[src/decode_cfg.svh]
`ifndef DECODE_CFG_SVH
`define DECODE_CFG_SVH

// ##################################################
// datapath sizes
// ##################################################
`define DATA_W 16          // data and instruction word
`define REG_CNT 8          // register file depth
`define PC_W 32            // program counter width

// ##################################################
// interrupt and return sequences
// ##################################################
`define INT_VECTOR 32'h0000_0010   // isr entry pc
`define RET_CYCLES 3
`define RTI_CYCLES 4               // ret plus the ccr pop
`define INT_CYCLES 2

`endif

[src/decode_pkg.sv]
`include "decode_cfg.svh"

package decode_pkg;

  typedef logic [$clog2(`REG_CNT)-1:0] reg_addr_t;

  typedef enum logic [4:0] {
    OP_NOP, OP_ADD, OP_SUB, OP_AND,
    OP_OR, OP_NOT, OP_INC, OP_SHL,
    OP_SHR, OP_LDM, OP_LDD, OP_STD,
    OP_PUSH, OP_POP, OP_IN, OP_OUT,
    OP_JZ, OP_JN, OP_JC, OP_JMP,       // low two bits pick the flag
    OP_CALL, OP_RET, OP_RTI
  } opcode_e;

  typedef enum logic [4:0] {
    ALU_PASS, ALU_ADD, ALU_SUB, ALU_AND, ALU_OR,
    ALU_NOT, ALU_INC, ALU_SHL, ALU_SHR
  } alu_op_e;

  typedef enum logic [1:0] {PC_SEQ, PC_JUMP, PC_STACK, PC_VECTOR} pc_sel_e;

  typedef enum logic [1:0] {MEM_REG, MEM_PC, MEM_CCR} mem_sel_e;

  // ##################################################
  // instruction word, two views
  // ##################################################
  typedef struct packed {
    opcode_e    opcode;
    reg_addr_t  rsrc;
    reg_addr_t  rdst;
    logic [4:0] unused;
  } reg_form_t;

  typedef struct packed {
    opcode_e    opcode;
    reg_addr_t  rsrc;
    logic [7:0] imm8;      // shift amount or immediate
  } imm_form_t;

  typedef union packed {
    reg_form_t reg_form;
    imm_form_t imm_form;
  } instr_u;

  // ##################################################
  // downstream control and writeback
  // ##################################################
  typedef struct packed {
    alu_op_e    alu_op;
    logic [1:0] alu_src;   // bit 0 single operand, bit 1 immediate
    logic       reg_wr;
    logic       mem_rd;
    logic       mem_wr;
    logic       mem_to_reg;
    logic       ldm;
    logic       stack;
    logic       port_rd;
    logic       port_wr;
    logic       call;
    logic       ret;
    logic       rti;
    logic       pop_pc1;
    logic       pop_pc2;
    logic       pop_ccr;
    mem_sel_e   mem_data_sel;
  } ctrl_t;

  typedef struct packed {
    logic               wr_en;
    reg_addr_t          addr;
    logic [`DATA_W-1:0] data;
  } wb_t;

endpackage

[src/branch_unit.sv]
`timescale 1ns/1ps
`include "decode_cfg.svh"

module branch_unit (
  input  logic               branch,
  input  logic [1:0]         jump_type,
  input  logic [2:0]         ccr,       // {c, n, z}
  input  logic [`DATA_W-1:0] target,
  output logic               taken,
  output logic [`PC_W-1:0]   pc_jmp
);

  logic cond;

  always_comb begin
    case (jump_type)
      2'd0:    cond = ccr[0];   // jz
      2'd1:    cond = ccr[1];   // jn
      2'd2:    cond = ccr[2];   // jc
      default: cond = 1'b1;     // jmp
    endcase
  end

  assign taken = branch & cond;

  // target register value becomes the new pc
  assign pc_jmp = {{(`PC_W - `DATA_W){1'b0}}, target};

endmodule

[src/control_unit.sv]
`timescale 1ns/1ps

module control_unit (
  input  logic                clk,
  input  logic                rst_n,
  input  decode_pkg::opcode_e opcode,
  input  logic                load_use,
  input  logic                interrupt,
  input  logic                branch_taken,
  output decode_pkg::ctrl_t   ctrl,
  output logic                branch,
  output decode_pkg::pc_sel_e pc_sel,
  output logic                freeze,
  output logic                fetch_pc_enable
);

  typedef enum logic [2:0] {
    IDLE, POP_CCR, POP_PC1, POP_PC2, RESUME, INT_PC, INT_CCR
  } seq_e;

  seq_e              state_q;
  seq_e              state_cur;   // state seen by this cycle's outputs
  seq_e              state_nx;
  decode_pkg::ctrl_t seq_ctrl;
  logic [4:0]        op_bits;

  function automatic decode_pkg::ctrl_t decode_op(input decode_pkg::opcode_e op);
    decode_pkg::ctrl_t c;
    c = '0;
    case (op)
      decode_pkg::OP_ADD: c.alu_op = decode_pkg::ALU_ADD;
      decode_pkg::OP_SUB: c.alu_op = decode_pkg::ALU_SUB;
      decode_pkg::OP_AND: c.alu_op = decode_pkg::ALU_AND;
      decode_pkg::OP_OR:  c.alu_op = decode_pkg::ALU_OR;
      decode_pkg::OP_NOT: c.alu_op = decode_pkg::ALU_NOT;
      decode_pkg::OP_INC: c.alu_op = decode_pkg::ALU_INC;
      decode_pkg::OP_SHL: c.alu_op = decode_pkg::ALU_SHL;
      decode_pkg::OP_SHR: c.alu_op = decode_pkg::ALU_SHR;
      default:            c.alu_op = decode_pkg::ALU_PASS;
    endcase
    case (op)
      decode_pkg::OP_ADD, decode_pkg::OP_SUB, decode_pkg::OP_AND, decode_pkg::OP_OR: begin
        c.reg_wr = 1'b1;
      end
      decode_pkg::OP_NOT, decode_pkg::OP_INC, decode_pkg::OP_POP, decode_pkg::OP_IN: begin
        c.alu_src = 2'b01;
        c.reg_wr  = 1'b1;
      end
      decode_pkg::OP_SHL, decode_pkg::OP_SHR, decode_pkg::OP_LDM: begin
        c.alu_src = 2'b11;
        c.reg_wr  = 1'b1;
      end
      decode_pkg::OP_LDD: begin
        c.mem_rd = 1'b1;
        c.reg_wr = 1'b1;
      end
      decode_pkg::OP_STD: c.mem_wr = 1'b1;
      decode_pkg::OP_PUSH, decode_pkg::OP_OUT: c.alu_src = 2'b01;
      decode_pkg::OP_CALL: begin
        c.call         = 1'b1;
        c.stack        = 1'b1;
        c.mem_wr       = 1'b1;
        c.mem_data_sel = decode_pkg::MEM_PC;   // return address
      end
      decode_pkg::OP_RET: c.ret = 1'b1;
      decode_pkg::OP_RTI: c.rti = 1'b1;
      default: ;
    endcase
    // per-opcode extras on top of the groups above
    c.ldm        = (op == decode_pkg::OP_LDM);
    c.mem_to_reg = (op == decode_pkg::OP_LDD) || (op == decode_pkg::OP_POP);
    c.stack      = c.stack || (op == decode_pkg::OP_PUSH) || (op == decode_pkg::OP_POP);
    c.mem_wr     = c.mem_wr || (op == decode_pkg::OP_PUSH);
    c.mem_rd     = c.mem_rd || (op == decode_pkg::OP_POP);
    c.port_rd    = (op == decode_pkg::OP_IN);
    c.port_wr    = (op == decode_pkg::OP_OUT);
    return c;
  endfunction

  // ##################################################
  // ret / rti / interrupt sequencer
  // ##################################################
  always_comb begin
    state_cur = state_q;
    if (state_q == IDLE && !load_use) begin
      if (opcode == decode_pkg::OP_RET) begin
        state_cur = POP_PC1;
      end else if (opcode == decode_pkg::OP_RTI) begin
        state_cur = POP_CCR;
      end
    end
  end

  always_comb begin
    case (state_cur)
      IDLE:    state_nx = interrupt ? INT_PC : IDLE;   // sampled only between sequences
      POP_CCR: state_nx = POP_PC1;
      POP_PC1: state_nx = POP_PC2;
      POP_PC2: state_nx = RESUME;
      INT_PC:  state_nx = INT_CCR;
      default: state_nx = IDLE;
    endcase
  end

  always_ff @(posedge clk) begin
    if (!rst_n) begin
      state_q <= IDLE;
    end else if (!load_use) begin
      state_q <= state_nx;
    end
  end

  // ##################################################
  // outputs
  // ##################################################
  assign op_bits = opcode;
  assign branch  = (op_bits[4:2] == 3'b100) && (state_cur == IDLE) && !load_use;

  always_comb begin
    // held instruction is ignored once a sequence is under way
    seq_ctrl = (state_q == IDLE) ? decode_op(opcode) : decode_op(decode_pkg::OP_NOP);
    pc_sel   = decode_pkg::PC_SEQ;
    case (state_cur)
      IDLE: begin
        if (branch_taken || (opcode == decode_pkg::OP_CALL && !load_use)) begin
          pc_sel = decode_pkg::PC_JUMP;
        end
      end
      POP_CCR, POP_PC1, POP_PC2: begin
        seq_ctrl.stack   = 1'b1;
        seq_ctrl.mem_rd  = 1'b1;
        seq_ctrl.pop_ccr = (state_cur == POP_CCR);
        seq_ctrl.pop_pc1 = (state_cur == POP_PC1);
        seq_ctrl.pop_pc2 = (state_cur == POP_PC2);
      end
      RESUME: pc_sel = decode_pkg::PC_STACK;
      INT_PC, INT_CCR: begin
        seq_ctrl.stack        = 1'b1;
        seq_ctrl.mem_wr       = 1'b1;
        seq_ctrl.mem_data_sel = (state_cur == INT_PC) ? decode_pkg::MEM_PC : decode_pkg::MEM_CCR;
        if (state_cur == INT_CCR) begin
          pc_sel = decode_pkg::PC_VECTOR;
        end
      end
      default: ;
    endcase
    ctrl = seq_ctrl;
    if (load_use) begin                         // bubble keeps only the operand selects
      ctrl              = '0;
      ctrl.alu_op       = seq_ctrl.alu_op;
      ctrl.alu_src      = seq_ctrl.alu_src;
      ctrl.mem_data_sel = seq_ctrl.mem_data_sel;
    end
  end

  assign freeze          = (state_cur == POP_CCR) || (state_cur == POP_PC1) ||
                           (state_cur == POP_PC2) || (state_cur == INT_PC);
  assign fetch_pc_enable = !freeze && !load_use;

endmodule

[src/decode_stage.sv]
`timescale 1ns/1ps
`include "decode_cfg.svh"

module decode_stage (
  input  logic                  clk,
  input  logic                  rst_n,
  input  logic [`DATA_W-1:0]    instr,
  input  decode_pkg::wb_t       wb,
  input  logic                  load_use,
  input  logic                  interrupt,
  input  logic [2:0]            ccr,
  output decode_pkg::ctrl_t     ctrl,
  output logic                  branch,
  output logic                  branch_taken,
  output decode_pkg::pc_sel_e   pc_sel,
  output logic [`PC_W-1:0]      pc_jmp,
  output logic [`DATA_W-1:0]    op1,
  output logic [`DATA_W-1:0]    r_op2,
  output logic [`DATA_W-1:0]    i_op2,
  output logic [7:0]            shift_amount,
  output decode_pkg::reg_addr_t rdst_addr,
  output decode_pkg::reg_addr_t rsrc_addr,
  output logic                  freeze,
  output logic                  fetch_pc_enable
);

  decode_pkg::instr_u    ins;
  decode_pkg::reg_addr_t rd_addr2;
  logic [4:0]            op_bits;

  assign ins     = instr;
  assign op_bits = ins.reg_form.opcode;

  // single-operand forms read rsrc on both ports
  assign rd_addr2 = ctrl.alu_src[0] ? ins.reg_form.rsrc : ins.reg_form.rdst;

  reg_file i_reg_file (
    .clk      (clk),
    .rst_n    (rst_n),
    .wb       (wb),
    .rd_addr1 (ins.reg_form.rsrc),
    .rd_addr2 (rd_addr2),
    .rd_data1 (op1),
    .rd_data2 (r_op2)
  );

  control_unit i_control_unit (
    .clk             (clk),
    .rst_n           (rst_n),
    .opcode          (ins.reg_form.opcode),
    .load_use        (load_use),
    .interrupt       (interrupt),
    .branch_taken    (branch_taken),
    .ctrl            (ctrl),
    .branch          (branch),
    .pc_sel          (pc_sel),
    .freeze          (freeze),
    .fetch_pc_enable (fetch_pc_enable)
  );

  branch_unit i_branch_unit (
    .branch    (branch),
    .jump_type (op_bits[1:0]),
    .ccr       (ccr),
    .target    (r_op2),          // rdst value
    .taken     (branch_taken),
    .pc_jmp    (pc_jmp)
  );

  assign i_op2        = instr;
  assign shift_amount = ins.imm_form.imm8;
  assign rdst_addr    = rd_addr2;
  assign rsrc_addr    = ins.reg_form.rsrc;

endmodule

[src/reg_file.sv]
`timescale 1ns/1ps
`include "decode_cfg.svh"

module reg_file (
  input  logic                  clk,
  input  logic                  rst_n,
  input  decode_pkg::wb_t       wb,
  input  decode_pkg::reg_addr_t rd_addr1,
  input  decode_pkg::reg_addr_t rd_addr2,
  output logic [`DATA_W-1:0]    rd_data1,
  output logic [`DATA_W-1:0]    rd_data2
);

  logic [`DATA_W-1:0] regs [`REG_CNT];

  always_ff @(posedge clk) begin
    if (!rst_n) begin
      for (int i = 0; i < `REG_CNT; i++) begin
        regs[i] <= '0;
      end
    end else if (wb.wr_en) begin
      regs[wb.addr] <= wb.data;     // new value seen after the edge
    end
  end

  // no write bypass
  assign rd_data1 = regs[rd_addr1];
  assign rd_data2 = regs[rd_addr2];

endmodule
[config.mk]
export PLATFORM = sky130hd
export DESIGN_NAME = decode_stage
export DESIGN_NICKNAME = d
export VERILOG_FILES = /design/src/decode_pkg.sv /design/src/branch_unit.sv /design/src/control_unit.sv /design/src/decode_stage.sv /design/src/reg_file.sv
export VERILOG_INCLUDE_DIRS = /design/src /design/src/src
export SDC_FILE = /design/constraint.sdc
export NUM_CORES = 1
export LEC_CHECK = 0
export ABC_AREA = 1
export BUFFER_PORTS_ARGS = -buffer_cell sky130_fd_sc_hd__buf_2
export CORE_UTILIZATION = 30
export CTS_CLUSTER_DIAMETER = 50
export DETAILED_ROUTE_END_ITERATION = 16
export REMOVE_ABC_BUFFERS = 1
export SLEW_MARGIN = 10
export SYNTH_ARGS = -nofsm -noshare
export SYNTH_HDL_FRONTEND = slang
export SYNTH_SLANG_ARGS = --single-unit
[constraint.sdc]
create_clock -name clk -period 4.4 [get_ports clk]
set_input_delay 1.32 -clock clk [delete_from_list [all_inputs] [get_ports clk]]
set_output_delay 1.32 -clock clk [all_outputs]
set_load 0.05 [all_outputs]
==> Yosys cells after proc, flatten, opt, wreduce, memory -nomap -nowiden <==
Memories as Yosys holds them, arrays and structs flattened.
Index checks and enable logic that the tools add are counted.
{ "word_totals": {"latch_bits": 0, "rom_bits": 64, "mem_count": 2, "output_inout_bits": 123, "regBits": 3, "wordCells": 92, "mem_bits_rw": 128} }
{ "op_classes": {"shifts": 0, "eq_ne": 27, "n_bitwise": 1, "mul": 0, "addsub": 0, "div": 0, "n_reduce_logical": 27, "n_lt_le_gt_ge": 0, "n_mux": 34} }
{ "mem_list": {"columns": ["name", "words", "word_bits", "rd", "rd_ports_with_merged_regs", "write_ports", "line_no", "rtl"], "rows": [
  ["i_reg_file.regs", 8, 16, 2, 0, 8, "reg_file.sv:14", "logic [`DATA_W-1:0] regs [`REG_CNT];"],
  ["(no name shown)", 16, 4, 1, 0, 0, "control_unit.sv:30", "case (op)"]
]} }
{ "ops": {"columns": ["op", "n"], "rows": [
  ["$eq A5 B4 Y1 const B", 8],
  ["$mux W16", 2],
  ["$mux W23", 1],
  ["$mux W3", 7],
  ["$eq A5 B3 Y1 const B", 4],
  ["$mux W1", 16],
  ["$reduce_or A16 Y1", 1],
  ["$eq A5 B5 Y1 const B", 3],
  ["$pmux W3 S5", 1],
  ["$eq A3 B3 Y1 const B", 4],
  ["$reduce_or A12 Y1", 1],
  ["$eq A5 B2 Y1 const B", 2],
  ["$logic_or A1 B1 Y1", 9],
  ["$eq A3 B2 Y1 const B", 2],
  ["$logic_not A3 Y1", 2],
  ["$mux W2", 3],
  ["$pmux W2 S3", 1],
  ["$reduce_or A3 Y1", 2],
  ["$reduce_or A6 Y1", 1],
  ["$eq A5 B1 Y1 const B", 1],
  ["$logic_and A1 B1 Y1", 5],
  ["$mux W5", 1],
  ["$reduce_or A5 Y1", 1],
  ["$pmux W2 S2", 1],
  ["other kinds (8)", 10]
]} }

==> Logic depth before layout (Yosys ltp) <==
{ "depth": {"depth_word": 11, "mapped_depth": 17, "depth_no_buf": 14} }

==> Modules after synthesis <==
A second synthesis with hierarchy kept.
{ "unflattened": {"cells_unflattened": 1238, "hier_area_um2": 8707.1} }
{ "modules_own_cells": {"columns": ["mod", "area_each_um2", "instances", "cells_per_inst", "seq_area_each_um2"], "rows": [
  ["reg_file", 7536.0, 1, 1032, 3843.7],
  ["control_unit", 644.4, 1, 125, 60.1],
  ["branch_unit", 286.5, 1, 44, 0.0],
  ["decode_stage", 240.2, 1, 37, 0.0]
]} }

==> Worst setup path after synthesis <==
Ideal clock, no wire load.
{ "synth_timing": {"path_kind": "in2out", "start": "in load_use", "end": "out ctrl[13] (netlist bit)", "t_required_ns": 3.080, "arrival_time_ns": 3.873, "setup_slack_ns": -0.793, "path_stages": 9, "path_cell_list": "buf_4 > clkinv_1 > nand2_2 > nor2_2 > nor2_1 > inv_2 > nor2_1 > inv_1 > a31oi_1"} }
{ "synth_lines": {"columns": ["item", "line_no", "rtl"], "rows": [
  ["start: declaration", "decode_stage.sv:9", "input logic load_use,"],
  ["end: declaration", "decode_stage.sv:12", "output decode_pkg::ctrl_t ctrl,"]
]} }

==> Final worst setup path <==
{ "layout_timing": {"start": "in instr[14]", "end": "out r_op2[5]"} }
{ "layout_between": {"elab_chain_cells": 6} }
{ "layout_rtl": {"columns": ["item", "line_no", "rtl"], "rows": [
  ["start: declaration", "decode_stage.sv:7", "input logic [`DATA_W-1:0] instr,"],
  ["$eq A5 B3 Y1 or $eq A5 B4 Y1 (tied branches)", "control_unit.sv:41", "case (op)"],
  ["$reduce_or A6 Y1 (no line) or $reduce_or A3 Y1 (tied branches)", null, null],
  ["$pmux W2 S2 (*)", "control_unit.sv:41", null],
  ["$mux W23 (*)", "control_unit.sv:121", "seq_ctrl = (state_q == IDLE) ? decode_op(opcode) : decode_op(decode_pkg::OP_NOP);"],
  ["$mux W3 (*)", "decode_stage.sv:35", "assign rd_addr2 = ctrl.alu_src[0] ? ins.reg_form.rsrc : ins.reg_form.rdst;"],
  ["$mem_v2 Z8 W16 (*)", null, null],
  ["end: declaration", "decode_stage.sv:18", "output logic [`DATA_W-1:0] r_op2,"]
]} }
Mark *: on every way between the ends. The rest lies on a longest branch, timed or not.

==> summary.md <==
| Metric | Value |
|---|---|
| Leakage | `5.64 nW` |
| Worst skew pair latency | `420 ps` |
| Distinct cell type count after synthesis | `34` |
| CP Cell Sequence | `buf_12 -> buf_6 -> nand3_4 -> nor2_4 -> nor2_4 -> nand3_4 -> nand2_8 -> clkinv_4 -> or2_4 -> o21ai_4 -> inv_4 -> clkbuf_16 -> nand2_2 -> nand2_2 -> buf_6` |
| Pins Over Slew Limit | `0` |
| Placed cell area | `0.00969 sq mm` |
| Outcome | `finished with violations` |
| Worst Setup End Kind | `primary output` |
| Initial antenna violation count | `0` |
| Initial drt markers | `826` |
| Port buffer count | `133` |
| Mapped cell area | `0.00850 sq mm` |
| Total Routing Usage GR | `19.5%` |
| Max_slew headroom | `46.2%` |
| # nets final | `1,316` |
| Share of post-route cells with drive strength above 1 | `33.2%` |
| CP startpoint | `instr[14]` |
| Time the worst path needs with I/O delays and setup | `4440 ps` |
| Worst EP arrival | `3120 ps` |
| RSZ-0062 raised after global routing | `true` |
| Setup Viol. Count Final | `16` |
| Starting Density | `30.5%` |
| Period utilisation layout | `101%` |
| Worst Path Max Fanout | `8` |
| Crit path largest cell delay | `230 ps` |
| Antenna Cells | `0` |
| Post-Synthesis Cells | `1,123` |
| Async SR Flop Fraction | `0%` |
| Rows | `61` |
| Reg-to-reg critical path startpoint | `i_control_unit.state_q[2]$_SDFFE_PN0N_` |
| DRT Pass-1 Iters | `5` |
| #FFs+latches synth | `131` |
| Total Routed Length | `31,100 um` |
| Post-synth EDFFs | `128` |
| Syn avg cell area | `7.57 sq um` |
| Hold crit path type | `reg2reg` |
| Cell family with most CP delay | `simple AND/OR/NAND/NOR gates` |
| GRT overflow | `0` |
| Hold Crit Start | `i_control_unit.state_q[0]$_SDFFE_PN0N_` |
| Peak VDD IR | `241 uV` |
| Critical path data required time | `3080 ps` |
| DRT antenna net count | `0` |
| Crit path buffers/inverters | `6` |
| Num CTS Buffers | `17` |
| Clock Pin Slew Worst Setup and Hold Paths | `60 ps` |
| Failing checks | `negative setup slack` |
| First-pass GRT wire length | `42,300 um` |
| Pin count of the biggest net entering global routing | `84` |
| Setup tns final | `-446 ps` |
| Main flop type after synthesis | `edfxtp_1` |
| Fin area | `0.0120 sq mm` |
| MaxCap Viol Count | `0` |
| Die width | `170 um` |
| Pwr Density | `389 mW/mm^2` |
| Vias/cell | `5.01` |
| Hold slack final | `526 ps` |
| IO Count | `166` |
| Slowest cell on crit path | `or2_4` |
| Area Growth Syn to Fin | `41.3%` |
| Chip height | `170 um` |
| Clock skew | `0.0765 ps` |
| Worst Slack Setup Final | `-43.8 ps` |
| CTS Hold Bufs | `0` |
| Overall power | `0.00468 W` |
| Bufs on Longest Clock Path | `2` |
| Finished Layout Cells | `1,664` |
| Leading cell type in the layout, fill and taps excluded | `inv_1` |
| Gpl congestion | `0.840` |
| Setup CP Type | `in2out` |
| Final Hold Viols | `0` |
| Commonest cells after routing, fill and taps aside | `inv_1 (166), nor2_1 (150), nand2_1 (134), edfxtp_1 (128), nand3_1 (105)` |
| Post-DP HPWL | `17,000 um` |
| Fmax | `0.225 GHz` |
| Cells after DPL | `1,596` |
| Register area share after synthesis | `45.9%` |
| CTS root buffer | `clkbuf_16` |
| Die Area | `0.0290 sq mm` |
| # H-tree levels | `4` |
| CTS tree | `built` |
| Total number of yosys warnings | `0` |
| Placeable core region | `0.0279 sq mm` |
| WL per Instance | `18.7 um` |
| Slew @ Worst Pin | `805 ps` |
| Clock Sinks | `131` |
| Via count | `8,344` |
| Post-route DRC | `0` |
| Vias in the first global route | `7,702` |
| Worst Setup Start Kind | `primary input` |
## cell type report
cell class | count | area [sq um]
Clock inverter | 15 | 190
Fill cell | 2645 | 15800
Sequential cell | 131 | 3900
Clock buffer | 17 | 425
Multi-Input combinational cell | 708 | 4000
Tap cell | 378 | 473
Timing Repair Buffer | 238 | 2340
Inverter | 177 | 682
## cell families (layout without fill, tap and decap cells)
family / Yosys count / count (layout) / synth area share, %
buffers and inverters: 300 / 447 / 16.6
DFF: 131 / 131 / 45.9
and+or+nand+nor: 544 / 544 / 27.6
AOI/OAI and AO/OA: 147 / 147 / 9.89
other: 1 / 17 / 0.0441
## metal layers
layer	share of wire, %	track usage (%)
met1	38	23.6
met3	8.1	2.63
met4	4.8	8.97
met2	49	34.1
met5	0	0
## where the power goes
group	switching [W]	internal (W)	leakage, nW	total, W
Clock	0.000538	0.000940	0.290	0.00148
Sequential	0.0000283	0.00145	1.25	0.00148
Combinational	0.00112	0.000598	4.10	0.00172
Total	0.00169	0.00299	5.64	0.00468
## timing repair
action	4_1_cts	5_1_grt
gates cloned	2	12
pin swaps	3	68
resized for setup	105	224
hold endpoints to repair	0	0
endpoints found under the setup margin	33	38
buffers inserted	4	18
## tightest hold or removal path: stages (launching register included)
cell and delay (ps):
dfxtp_1 350, nand2_1 80, a21oi_1 50
## path summary, 6_finish.rpt
check / slack (ps) / end / cells past startpoint
hold / removal: 530 / i_control_unit.state_q[0]$_SDFFE_PN0N_ / 2
hold reg to reg: 530 / i_control_unit.state_q[0]$_SDFFE_PN0N_ / 2
setup reg to reg: 2450 / i_control_unit.state_q[1]$_SDFFE_PN0N_ / 10
setup / recovery: -40 / r_op2[5] / 15
## registers in the layout, indices dropped and copies added, names as in the netlist
register and flops:
i_reg_file.regs 128, i_control_unit.state_q 3
## through the flow
stage | setup slack [ps] | utilization (%)
2_1_floorplan | -1670 | -
3_3_place_gp | -170 | 34.8
3_5_place_dp | -194 | 34.8
4_1_cts | -34.7 | 38.5
5_1_grt | -119 | 43.1
6_report | -43.8 | 43.1
## synth_stat cells, types with 2 or more instances
library cell / instances / share of area [%]
buf_2: 14 / 0.82
nand3_2: 2 / 0.24
nand2_1: 206 / 9.1
a31oi_1: 18 / 1.3
nand3_1: 155 / 9.1
edfxtp_1: 128 / 45
inv_1: 169 / 7.5
buf_1: 7 / 0.31
dfxtp_1: 3 / 0.71
nor2_2: 3 / 0.22
o21ai_2: 2 / 0.21
buf_4: 69 / 6.1
nand4_1: 2 / 0.15
nand2_2: 4 / 0.29
clkbuf_1: 32 / 1.4
nor2_1: 157 / 6.9
a221oi_1: 16 / 1.6
a21oi_1: 52 / 3.1
nor3_1: 8 / 0.47
o21ai_0: 57 / 3.4
inv_2: 6 / 0.26
No activity file was read; power rests on OpenSTA's default activity.
